===== src/common/fib_pkg.sv =====
package fib_pkg;

    // Byte lane used on both SPI directions and toward the PIT
    parameter int BYTE_W = 8;

    // Name prefix carried in every header
    parameter int PREFIX_W = 64;

    // Leading metadata byte
    parameter int META_W = 8;

    // Header is one metadata byte plus the prefix
    parameter int HDR_BYTES = 9;
    parameter int HDR_W = META_W + PREFIX_W;

    // Wide enough to count 0..HDR_BYTES
    parameter int HDR_CNT_W = $clog2(HDR_BYTES + 1);

    // Metadata bit 6 set marks an interest, clear marks a data packet
    parameter int META_INTEREST_BIT = 6;

    // Route table addressing, sized for the default eight entries
    parameter int ROUTE_IDX_W = 3;

endpackage


===== src/logic/rx_deframer.sv =====
module rx_deframer #(
    parameter int PAYLOAD_BYTES = 32
) (
    input  logic                         clk,
    input  logic                         rst_n,
    input  logic                         rx_valid,
    input  logic [fib_pkg::BYTE_W-1:0]   data_spi_to_fib,
    input  logic                         rejected,
    output logic [fib_pkg::PREFIX_W-1:0] pit_out_prefix,
    output logic [fib_pkg::META_W-1:0]   pit_out_metadata,
    output logic                         prefix_ready,
    output logic [fib_pkg::BYTE_W-1:0]   data_fib_to_pit,
    output logic                         pit_data_valid
);

    localparam int HCW = fib_pkg::HDR_CNT_W;
    localparam int PCW = $clog2(PAYLOAD_BYTES + 1);

    logic [HCW-1:0]               hdr_cnt;
    logic [PCW-1:0]               pay_cnt;
    logic                         in_payload;
    logic                         frame_interest;
    logic                         drop_q;
    logic [fib_pkg::HDR_W-1:0]    hdr_sr;
    logic                         last_hdr_byte;
    logic                         last_pay_byte;
    logic                         drop_now;

    assign last_hdr_byte = rx_valid && !in_payload &&
                           (hdr_cnt == HCW'(fib_pkg::HDR_BYTES - 1));
    assign last_pay_byte = rx_valid && in_payload &&
                           (pay_cnt == PCW'(PAYLOAD_BYTES - 1));

    // First payload byte may land in the prefix_ready cycle itself,
    // so the PIT verdict is used directly there and latched afterwards
    assign drop_now = prefix_ready ? rejected : drop_q;

    always_ff @(posedge clk or negedge rst_n) begin
        if (!rst_n) begin
            hdr_cnt        <= '0;
            pay_cnt        <= '0;
            in_payload     <= 1'b0;
            frame_interest <= 1'b0;
            drop_q         <= 1'b0;
            prefix_ready   <= 1'b0;
            pit_data_valid <= 1'b0;
        end else begin
            prefix_ready   <= last_hdr_byte;
            pit_data_valid <= rx_valid && in_payload && !drop_now;

            if (prefix_ready) begin
                drop_q <= rejected;
            end

            if (rx_valid) begin
                if (in_payload) begin
                    if (last_pay_byte) begin
                        in_payload <= 1'b0;
                        pay_cnt    <= '0;
                    end else begin
                        pay_cnt <= pay_cnt + 1'b1;
                    end
                end else if (last_hdr_byte) begin
                    // Interest frames stop at the header
                    hdr_cnt    <= '0;
                    in_payload <= !frame_interest;
                end else begin
                    if (hdr_cnt == '0) begin
                        frame_interest <= data_spi_to_fib[fib_pkg::META_INTEREST_BIT];
                    end
                    hdr_cnt <= hdr_cnt + 1'b1;
                end
            end
        end
    end

    // Header shifts in MSB first; it holds still during the payload
    always_ff @(posedge clk) begin
        if (rx_valid && !in_payload) begin
            hdr_sr <= {hdr_sr[fib_pkg::HDR_W-fib_pkg::BYTE_W-1:0], data_spi_to_fib};
        end
        if (rx_valid && in_payload) begin
            data_fib_to_pit <= data_spi_to_fib;
        end
    end

    assign pit_out_metadata = hdr_sr[fib_pkg::HDR_W-1 -: fib_pkg::META_W];
    assign pit_out_prefix   = hdr_sr[fib_pkg::PREFIX_W-1:0];

    a_prefix_ready_pulse: assert property (
        @(posedge clk) disable iff (!rst_n)
        prefix_ready |=> !prefix_ready
    ) else $error("prefix_ready held longer than one cycle");

endmodule


===== src/logic/tx_serializer.sv =====
module tx_serializer (
    input  logic                         clk,
    input  logic                         rst_n,
    input  logic                         load,
    input  logic [fib_pkg::PREFIX_W-1:0] load_prefix,
    input  logic [fib_pkg::META_W-1:0]   load_metadata,
    output logic [fib_pkg::BYTE_W-1:0]   data_fib_to_spi,
    output logic                         fib_to_spi_data_flag,
    output logic                         tx_done
);

    localparam int CW = fib_pkg::HDR_CNT_W;

    logic [fib_pkg::HDR_W-1:0] shift_sr;
    logic [CW-1:0]             byte_cnt;

    // Counts the bytes still to go, including the one on the bus
    always_ff @(posedge clk or negedge rst_n) begin
        if (!rst_n) begin
            byte_cnt <= '0;
        end else if (load) begin
            byte_cnt <= CW'(fib_pkg::HDR_BYTES);
        end else if (byte_cnt != '0) begin
            byte_cnt <= byte_cnt - 1'b1;
        end
    end

    // Metadata goes out first, then the prefix MSB first
    always_ff @(posedge clk) begin
        if (load) begin
            shift_sr <= {load_metadata, load_prefix};
        end else if (fib_to_spi_data_flag) begin
            shift_sr <= shift_sr << fib_pkg::BYTE_W;
        end
    end

    assign fib_to_spi_data_flag = (byte_cnt != '0);
    assign data_fib_to_spi      = shift_sr[fib_pkg::HDR_W-1 -: fib_pkg::BYTE_W];

    // High together with the final header byte
    assign tx_done = (byte_cnt == CW'(1));

    a_no_load_while_shifting: assert property (
        @(posedge clk) disable iff (!rst_n)
        load |-> !fib_to_spi_data_flag
    ) else $error("load arrived while a header was still being sent");

endmodule


===== src/fib/fib_lookup.sv =====
module fib_lookup #(
    parameter int ROUTES = 8
) (
    input  logic                            clk,
    input  logic                            rst_n,
    input  logic                            route_we,
    input  logic [fib_pkg::ROUTE_IDX_W-1:0] route_index,
    input  logic [fib_pkg::PREFIX_W-1:0]    route_prefix,
    input  logic [fib_pkg::PREFIX_W-1:0]    route_mask,
    input  logic                            fib_out_bit,
    input  logic [fib_pkg::PREFIX_W-1:0]    pit_in_prefix,
    input  logic [fib_pkg::META_W-1:0]      pit_in_metadata,
    input  logic                            tx_done,
    output logic                            load,
    output logic [fib_pkg::PREFIX_W-1:0]    load_prefix,
    output logic [fib_pkg::META_W-1:0]      load_metadata,
    output logic                            fib_miss,
    output logic                            fib_busy
);

    logic [fib_pkg::PREFIX_W-1:0] tbl_prefix [ROUTES];
    logic [fib_pkg::PREFIX_W-1:0] tbl_mask   [ROUTES];
    logic [ROUTES-1:0]            tbl_valid;
    logic [ROUTES-1:0]            match_vec;
    logic                         hit;

    if (ROUTES > (1 << fib_pkg::ROUTE_IDX_W)) begin : g_routes_check
        $error("ROUTES exceeds the range of route_index");
    end

    // Valid bits are the only table state that needs clearing
    always_ff @(posedge clk or negedge rst_n) begin
        if (!rst_n) begin
            tbl_valid <= '0;
        end else if (route_we) begin
            tbl_valid[route_index] <= 1'b1;
        end
    end

    always_ff @(posedge clk) begin
        if (route_we) begin
            tbl_prefix[route_index] <= route_prefix;
            tbl_mask[route_index]   <= route_mask;
        end
    end

    // Masked compare against every entry in parallel
    always_comb begin
        for (int i = 0; i < ROUTES; i++) begin
            match_vec[i] = tbl_valid[i] &&
                ((pit_in_prefix & tbl_mask[i]) == (tbl_prefix[i] & tbl_mask[i]));
        end
    end

    // Lowest matching index wins, but every entry leads to the same SPI port,
    // so only the presence of a winner matters here
    assign hit = |match_vec;

    always_ff @(posedge clk or negedge rst_n) begin
        if (!rst_n) begin
            load     <= 1'b0;
            fib_miss <= 1'b0;
            fib_busy <= 1'b0;
        end else begin
            load     <= fib_out_bit && hit;
            fib_miss <= fib_out_bit && !hit;

            // Busy spans the lookup cycle and, on a hit, the whole transmit
            if (fib_out_bit) begin
                fib_busy <= 1'b1;
            end else if (fib_miss || tx_done) begin
                fib_busy <= 1'b0;
            end
        end
    end

    always_ff @(posedge clk) begin
        if (fib_out_bit) begin
            load_prefix   <= pit_in_prefix;
            load_metadata <= pit_in_metadata;
        end
    end

    a_no_request_while_busy: assert property (
        @(posedge clk) disable iff (!rst_n)
        fib_out_bit |-> !fib_busy
    ) else $error("PIT requested a lookup while fib_busy was high");

endmodule


===== src/fib/fib_top.sv =====
module fib_top #(
    parameter int ROUTES        = 8,
    parameter int PAYLOAD_BYTES = 32
) (
    input  logic                            clk,
    input  logic                            rst_n,

    // SPI to FIB
    input  logic                            rx_valid,
    input  logic [fib_pkg::BYTE_W-1:0]      data_spi_to_fib,

    // FIB to PIT, inbound headers and payload
    input  logic                            rejected,
    output logic [fib_pkg::PREFIX_W-1:0]    pit_out_prefix,
    output logic [fib_pkg::META_W-1:0]      pit_out_metadata,
    output logic                            prefix_ready,
    output logic [fib_pkg::BYTE_W-1:0]      data_fib_to_pit,
    output logic                            pit_data_valid,

    // Route table programming
    input  logic                            route_we,
    input  logic [fib_pkg::ROUTE_IDX_W-1:0] route_index,
    input  logic [fib_pkg::PREFIX_W-1:0]    route_prefix,
    input  logic [fib_pkg::PREFIX_W-1:0]    route_mask,

    // PIT to FIB, outgoing interests
    input  logic                            fib_out_bit,
    input  logic [fib_pkg::PREFIX_W-1:0]    pit_in_prefix,
    input  logic [fib_pkg::META_W-1:0]      pit_in_metadata,
    output logic                            fib_miss,
    output logic                            fib_busy,

    // FIB to SPI
    output logic [fib_pkg::BYTE_W-1:0]      data_fib_to_spi,
    output logic                            fib_to_spi_data_flag
);

    logic                         load;
    logic [fib_pkg::PREFIX_W-1:0] load_prefix;
    logic [fib_pkg::META_W-1:0]   load_metadata;
    logic                         tx_done;

    rx_deframer #(
        .PAYLOAD_BYTES (PAYLOAD_BYTES)
    ) u_rx_deframer (
        .clk              (clk),
        .rst_n            (rst_n),
        .rx_valid         (rx_valid),
        .data_spi_to_fib  (data_spi_to_fib),
        .rejected         (rejected),
        .pit_out_prefix   (pit_out_prefix),
        .pit_out_metadata (pit_out_metadata),
        .prefix_ready     (prefix_ready),
        .data_fib_to_pit  (data_fib_to_pit),
        .pit_data_valid   (pit_data_valid)
    );

    fib_lookup #(
        .ROUTES (ROUTES)
    ) u_fib_lookup (
        .clk             (clk),
        .rst_n           (rst_n),
        .route_we        (route_we),
        .route_index     (route_index),
        .route_prefix    (route_prefix),
        .route_mask      (route_mask),
        .fib_out_bit     (fib_out_bit),
        .pit_in_prefix   (pit_in_prefix),
        .pit_in_metadata (pit_in_metadata),
        .tx_done         (tx_done),
        .load            (load),
        .load_prefix     (load_prefix),
        .load_metadata   (load_metadata),
        .fib_miss        (fib_miss),
        .fib_busy        (fib_busy)
    );

    tx_serializer u_tx_serializer (
        .clk                  (clk),
        .rst_n                (rst_n),
        .load                 (load),
        .load_prefix          (load_prefix),
        .load_metadata        (load_metadata),
        .data_fib_to_spi      (data_fib_to_spi),
        .fib_to_spi_data_flag (fib_to_spi_data_flag),
        .tx_done              (tx_done)
    );

endmodule


===== config.mk =====
export PLATFORM = sky130hd
export DESIGN_NAME = fib_top
export DESIGN_NICKNAME = d
export VERILOG_FILES = /design/src/common/fib_pkg.sv /design/src/logic/rx_deframer.sv /design/src/logic/tx_serializer.sv /design/src/fib/fib_lookup.sv /design/src/fib/fib_top.sv
export SDC_FILE = /design/constraint.sdc
export NUM_CORES = 1
export LEC_CHECK = 0
export BUFFER_PORTS_ARGS = -buffer_cell sky130_fd_sc_hd__buf_4
export CORE_MARGIN = 2
export CORE_UTILIZATION = 54
export DETAILED_ROUTE_END_ITERATION = 10
export GPL_TIMING_DRIVEN = 0
export MAX_ROUTING_LAYER = met4
export PLACE_DENSITY_LB_ADDON = 0.15
export SYNTH_ARGS = -nofsm -noshare
export SYNTH_HDL_FRONTEND = slang
export SYNTH_HIERARCHICAL = 1
export SYNTH_SLANG_ARGS = --single-unit

===== constraint.sdc =====
create_clock -name clk -period 3 [get_ports clk]
set_input_delay 0.45 -clock clk [delete_from_list [all_inputs] [get_ports clk]]
set_output_delay 0.45 -clock clk [all_outputs]
set_load 0.01 [all_outputs]

### Yosys cells after proc, flatten, opt, wreduce, memory -nomap -nowiden

Memories as Yosys holds them, arrays and structs flattened.
Index checks and enable logic that the tools add are counted.

| storage, ports and cells | value |
|---|---|
| input bits | 217 |
| logic and storage cells | 99 |
| memories kept | 2 |
| memory bits (writable) | 1,024 |
| output and inout port bits | 93 |
| register bits | 254 |

Memory list:

| name | words | bits a word | read ports | clocked after memory_dff | wr ports | line | RTL |
|---|---|---|---|---|---|---|---|
| u_fib_lookup.tbl_mask | 8 | 64 | 8 | 0 | 1 | fib_lookup.sv:22 | `logic [fib_pkg::PREFIX_W-1:0] tbl_mask [ROUTES];` |
| u_fib_lookup.tbl_prefix | 8 | 64 | 8 | 0 | 1 | fib_lookup.sv:21 | `logic [fib_pkg::PREFIX_W-1:0] tbl_prefix [ROUTES];` |

| operators by class | value |
|---|---|
| eq/ne operators | 11 |
| bitwise logic cells | 19 |
| reductions and logical operators | 29 |
| muxes and demuxes | 16 |
| add/sub/neg operators | 3 |
| magnitude comparators | 2 |

Operators with widths:

| operator | count |
|---|---|
| bitwise AND 64 bit | 16 |
| equality test 64 bit | 8 |
| 2-to-1 mux 72 bit | 2 |
| logical AND 1 bit | 16 |
| 2-to-1 mux 4 bit | 3 |
| 2-to-1 mux 1 bit | 9 |
| bitwise OR 8 bit | 1 |
| OR reduction 8 bit | 1 |
| adder 6 x 1 -> 6 bit, second input constant | 1 |
| equality test 6 x 5 -> 1 bit, second input constant | 1 |
| 2-to-1 mux 6 bit | 1 |
| adder 4 x 1 -> 4 bit, second input constant | 1 |
| equality test 4 x 1 -> 1 bit, second input constant | 1 |
| equality test 4 bit, second input constant | 1 |
| zero test 1 bit | 4 |
| zero test 4 bit | 1 |
| less-than comparator 3 x 4 -> 1 bit, second input constant | 1 |
| AND reduction 2 bit | 2 |
| AND reduction 4 bit | 1 |
| nonzero test 2 bit | 2 |
| nonzero test 4 bit | 1 |
| subtractor 4 x 1 -> 4 bit, second input constant | 1 |
| demux 1 bit (select 3 bit) | 1 |
| >= comparator 3 x 1 -> 1 bit, second input constant | 1 |
| other kinds (2) | 3 |

### Depth between registers and ports, before layout

| logic depth | value |
|---|---|
| depth in word-level cells | 6 |
| gate-level depth with buffers | 8 |
| depth with buffers taken out | 7 |

### Hierarchy

Netlist, hierarchy kept.

By module, submodules not included:

| module | times used | area each (um^2) | seq. area each (um^2) | cells an instance |
|---|---|---|---|---|
| fib_lookup | 1 | 40,830.4 | 33,186.8 | 2,056 |
| tx_serializer | 1 | 3,338.2 | 2,262.2 | 185 |
| rx_deframer | 1 | 3,103.0 | 2,777.7 | 148 |

### Worst setup path after synthesis

OpenSTA, ideal clock, no wires.

| timing | value |
|---|---|
| kind | input-to-reg |
| from | input route_index[1] (netlist bit) |
| to | register u_fib_lookup.tbl_valid[0] |
| slack | -7,264 ps |
| library setup time | 121 ps |
| stages on the path | 2 |
| data required time | 2,879 ps |
| path buffers | 0 |
| data arrival time | 10,143 ps |
| cells stage by stage | nor3_1 or2_2 |

| between the ends | value |
|---|---|
| cells in the longest elaborated chain, start to end | 5 |
| elaborated cells on any way between the ends | 6 |

RTL lines:

| item | line | RTL |
|---|---|---|
| start: declaration | fib_top.sv:22 | `input logic [fib_pkg::ROUTE_IDX_W-1:0] route_index,` |
| less-than comparator 3 x 4 -> 1 bit (not written as such) or >= comparator 3 x 1 -> 1 bit (tied branches) | fib_lookup.sv:36 | `tbl_valid[route_index] <= 1'b1;` |
| logical AND 1 bit (not written as such) | fib_lookup.sv:36 |  |
| 2-to-1 mux 1 bit (not written as such) | fib_lookup.sv:36 |  |
| demux 1 bit (select 3 bit) (*) | - |  |
| bitwise OR 8 bit (no source line) (*) | - |  |
| end signal: assignment | fib_lookup.sv:34 | `tbl_valid <= '0;` |
| end signal: indexed assignment | fib_lookup.sv:36 |  |
| end: declaration | fib_lookup.sv:23 | `logic [ROUTES-1:0] tbl_valid;` |

Mark *: on every way between the ends. The rest lies on a longest branch, timed or not.
A chain may end at the register's enable or synchronous reset.

### Worst setup path after layout

| timing | value |
|---|---|
| from | input pit_in_prefix[57] (netlist bit) |
| to | register u_fib_lookup.load |

| between the ends | value |
|---|---|
| cells in the longest elaborated chain, start to end | 5 |
| elaborated cells on any way between the ends | 26 |

RTL lines:

| item | line | RTL |
|---|---|---|
| start: declaration | fib_top.sv:28 | `input logic [fib_pkg::PREFIX_W-1:0] pit_in_prefix,` |
| bitwise AND 64 bit | fib_lookup.sv:51 | `((pit_in_prefix & tbl_mask[i]) == (tbl_prefix[i] & tbl_mask[i]));` |
| equality test 64 bit | fib_lookup.sv:51 |  |
| logical AND 1 bit | fib_lookup.sv:50 | `match_vec[i] = tbl_valid[i] &&` |
| OR reduction 8 bit (*) | fib_lookup.sv:57 | `assign hit = \|match_vec;` |
| logical AND 1 bit (*) | fib_lookup.sv:65 | `load <= fib_out_bit && hit;` |
| end signal: assignment | fib_lookup.sv:65 |  |
| end: declaration | fib_lookup.sv:14 | `output logic load,` |

Marked as above.

==> impl_metrics.json <==
{
  "core_mm2": 0.0868,
  "cp_cell_sequence": "dlygate4sd3_1 > buf_4 > buf_2 > xor2_1 > a22oi_1 > nand4_1 > nor4_1 > nand4_1 > o2111ai_2 > o21a_1",
  "cts_sinks": 1278,
  "h-tree-depth": 4,
  "worstReg2RegStart": "u_fib_lookup/tbl_prefix[0][50]",
  "hold_path_depth": 1,
  "power_leakage_nw": 20.1,
  "cap_viol_max_count": 0,
  "drt_iter0_markers": 3594,
  "irDropWorstVdd_v": 0.00130,
  "root_buffer": "clkbuf_16",
  "timing.final.ws_setup_ps": -70.4,
  "r2r_cells": 7,
  "synth_ff_type": "edfxtp_1",
  "worst_path_largest_cell_delay_ps": 610,
  "synth_top_area_frac": 0.793,
  "cts_made_buffers": 131,
  "gp_congestion": 0.916,
  "max_freq_ghz": 0.326,
  "yosysSeqAreaShare": 0.809,
  "gr-total-overflow": 0,
  "clkLatencyLatePin_ps": 730,
  "fp.dieArea_mm2": 0.0899,
  "relSlewSlack": 0.332,
  "worstSetupEndpointType": "flip-flop",
  "grt_max_degree": 75,
  "synth.area.top_cells": "edfxtp_1 (79%), xor2_1 (9.5%), a22oi_1 (3.6%)",
  "wl_per_cell_um": 32.3,
  "drc": 0,
  "area_growth_pct": 21.5,
  "path_common_cell": "nand4_1",
  "rsz0062_at_grt": "no",
  "clk_transition_reported_paths_ps": 60,
  "num_io_pins": 310,
  "hold_class": "in2reg",
  "fp-row-count": 108,
  "arrival_ps": 3720,
  "synth_edf_count": 1248,
  "netlist-cell-type-count": 43,
  "synth-async-reset-ratio": 0.0235,
  "wl_um": 137000,
  "path_buf_inv": 3,
  "drt-vias-per-instance": 5.98,
  "yosysWarnings": 6,
  "antenna_found_initial": 10,
  "period_share": 1.02,
  "synth.net_count": 2611,
  "place_hpwl_um": 96400,
  "tns_ps": -134,
  "avgSynthCellArea_um2": 19.8,
  "setup_viol": 2,
  "r2r-end": "u_fib_lookup/load",
  "grt_usage": 0.314,
  "syn_area_mm2": 0.0473,
  "cts_tree": "yes",
  "utilization": 0.662,
  "drive_gt1_frac": 0.229,
  "grt_pass1_wl_um": 186000,
  "tightest_slew_ps": 1000,
  "grt_pass1_vias": 24400,
  "crit_family": "simple AND/OR/NAND/NOR gates",
  "synth_common_cells": "edfxtp_1 (1248), xor2_1 (513), a22oi_1 (224)",
  "crit_required_ps": 3650,
  "post_cts_buffers": 0,
  "whs_endpoint": "u_fib_lookup/tbl_mask[2][58]",
  "syn-instance-count": 2389,
  "clock_skew_ps": 19.3,
  "p_per_area_mw_per_mm2": 720,
  "vias": 25400,
  "yosysMostFrequentCell": "edfxtp_1",
  "status": "finished, violations left",
  "min_period_ps": 3070,
  "min-delay-start": "route_mask[58]",
  "slew_viol_final": 0,
  "violations": "negative setup slack",
  "hold_viol": 0,
  "start_util": 0.545,
  "slowest_stage": "a22oi_1",
  "crit_fanout": 8,
  "drt_pass1_iterations": 6,
  "finalNetCount": 3215,
  "startpoint_type": "input port",
  "r2r_slack_ps": 240,
  "io_buffers": 309,
  "synth-seq-cells": 1278,
  "die_x_um": 300,
  "clk_path_buf_depth": 3,
  "yosysTopAreaCell": "edfxtp_1",
  "fp.dieH_um": 300,
  "ant_nets": 0,
  "worstSetupPathType": "in2reg"
}
==> power by group <==
group	internal [mW]	total [mW]	switching (mW)	leakage, nW
combinational	1.49	4.07	2.58	6.34
sequential	21.1	21.5	0.435	11.8
clock	9.14	15.8	6.62	2.04
==> kinds of logic (layout without fill, tap and decap cells) <==
| kind of cell | after synthesis | count (layout) | share of synthesized area |
|---|---|---|---|
| AO/OA/AOI/OAI | 264 | 264 | 0.0428 |
| other | 0 | 2 | 0 |
| XOR/XNOR | 515 | 515 | 0.0954 |
| buffers and inverters | 90 | 799 | 0.0145 |
| flip-flops | 1278 | 1278 | 0.809 |
| adder cells (fa/ha/maj) | 5 | 5 | 0.00132 |
| multiplexers | 68 | 68 | 0.0167 |
| AND/OR/NAND/NOR | 169 | 169 | 0.0206 |
==> sequential cells by signal, summed over array words and instances, names as in the netlist <==
| register | count |
|---|---|
| u_tx_serializer/byte_cnt | 4 |
| u_fib_lookup/fib_miss | 1 |
| u_rx_deframer/pit_data_valid | 1 |
| u_fib_lookup/tbl_prefix | 512 |
| u_rx_deframer/prefix_ready | 1 |
| u_rx_deframer/hdr_sr | 72 |
| u_rx_deframer/pay_cnt | 6 |
| u_rx_deframer/frame_interest | 1 |
| u_fib_lookup/tbl_valid | 8 |
| u_rx_deframer/drop_q | 1 |
| u_fib_lookup/load | 1 |
| u_fib_lookup/load_prefix | 64 |
| u_tx_serializer/shift_sr | 72 |
| u_rx_deframer/in_payload | 1 |
| u_rx_deframer/hdr_cnt | 4 |
| u_fib_lookup/fib_busy | 1 |
| u_fib_lookup/tbl_mask | 512 |
| u_rx_deframer/data_fib_to_pit | 8 |
| u_fib_lookup/load_metadata | 8 |
==> through the flow <==
stage               hold slack (ps)  cells  instance area [µm²]  setup slack (ps)  power, mW
CTS                           0.315   4253                57400              6.94       41.5
floorplan                       154   2389                47400             -1160       23.5
detailed placement              434   3894                52100              -314       25.8
finish                         15.6   4255                57400             -70.4       41.4
global placement                434   3853                51100             -3220       25.1
global route                   1.38   4255                57400              81.3       42.5
==> per-layer routing <==
metal	track usage	vias up	wire length (µm)
met1	0.419	13200	52700
met5	-	-	0
met4	0.0976	0	4470
met2	0.496	1518	66700
li1	-	10500	-
met3	0.0587	220	13500
==> cell type report <==
class / count / area, µm²
Clock inverter: 69 / 649
Tap cell: 1155 / 1450
Buffer: 81 / 649
Clock buffer: 169 / 3500
Sequential cell: 1278 / 38200
Multi-Input combinational cell: 1021 / 8490
Fill cell: 5774 / 29300
Antenna cell: 2 / 5.00
Inverter: 9 / 33.8
Timing Repair Buffer: 471 / 4430
==> how the worst max path moves through the flow <==
stage	depth (start not counted)	slack, ps	start	endpoint
2_1_floorplan	2	-1160	route_index[0]	u_fib_lookup/tbl_mask[0][0]
3_3_place_gp	4	-3220	route_index[0]	u_fib_lookup/tbl_valid[0]
3_5_place_dp	9	-310	pit_in_prefix[4]	u_fib_lookup/load
4_1_cts	10	7	pit_in_prefix[42]	u_fib_lookup/load
5_1_grt	10	80	pit_in_prefix[57]	u_fib_lookup/load
6_report	10	-70	pit_in_prefix[57]	u_fib_lookup/load
==> what timing repair did <==
item,4_1_cts,5_1_grt
hold buffers,121,0
endpoints found under the setup margin,0,2
resized for setup,0,3
hold endpoints to repair,418,0
==> layout by cell type, fill, tap and decap left out, types with 6 or more instances in the layout <==
| cell | instances |
|---|---|
| nand4_1 | 65 |
| buf_2 | 27 |
| mux2_2 | 60 |
| nor3_1 | 11 |
| nand2_1 | 24 |
| bufinv_16 | 10 |
| inv_1 | 8 |
| clkinv_2 | 21 |
| a222oi_1 | 8 |
| a22o_1 | 8 |
| a221oi_1 | 8 |
| dfrtp_1 | 30 |
| and3_1 | 6 |
| and2_1 | 8 |
| xor2_1 | 513 |
| inv_6 | 7 |
| or2_2 | 8 |
| clkbuf_16 | 133 |
| o21ai_0 | 7 |
| edfxtp_1 | 1248 |
| a22oi_1 | 223 |
| nor4_1 | 6 |
| clkinv_1 | 26 |
| buf_4 | 334 |
| nor2_4 | 6 |
| nor2_1 | 8 |
| dlygate4sd3_1 | 121 |
| buf_6 | 29 |
| clkbuf_1 | 32 |
| mux2_4 | 7 |
| buf_16 | 14 |
| buf_12 | 22 |
Note: power is estimated with default switching activity, not from simulation.
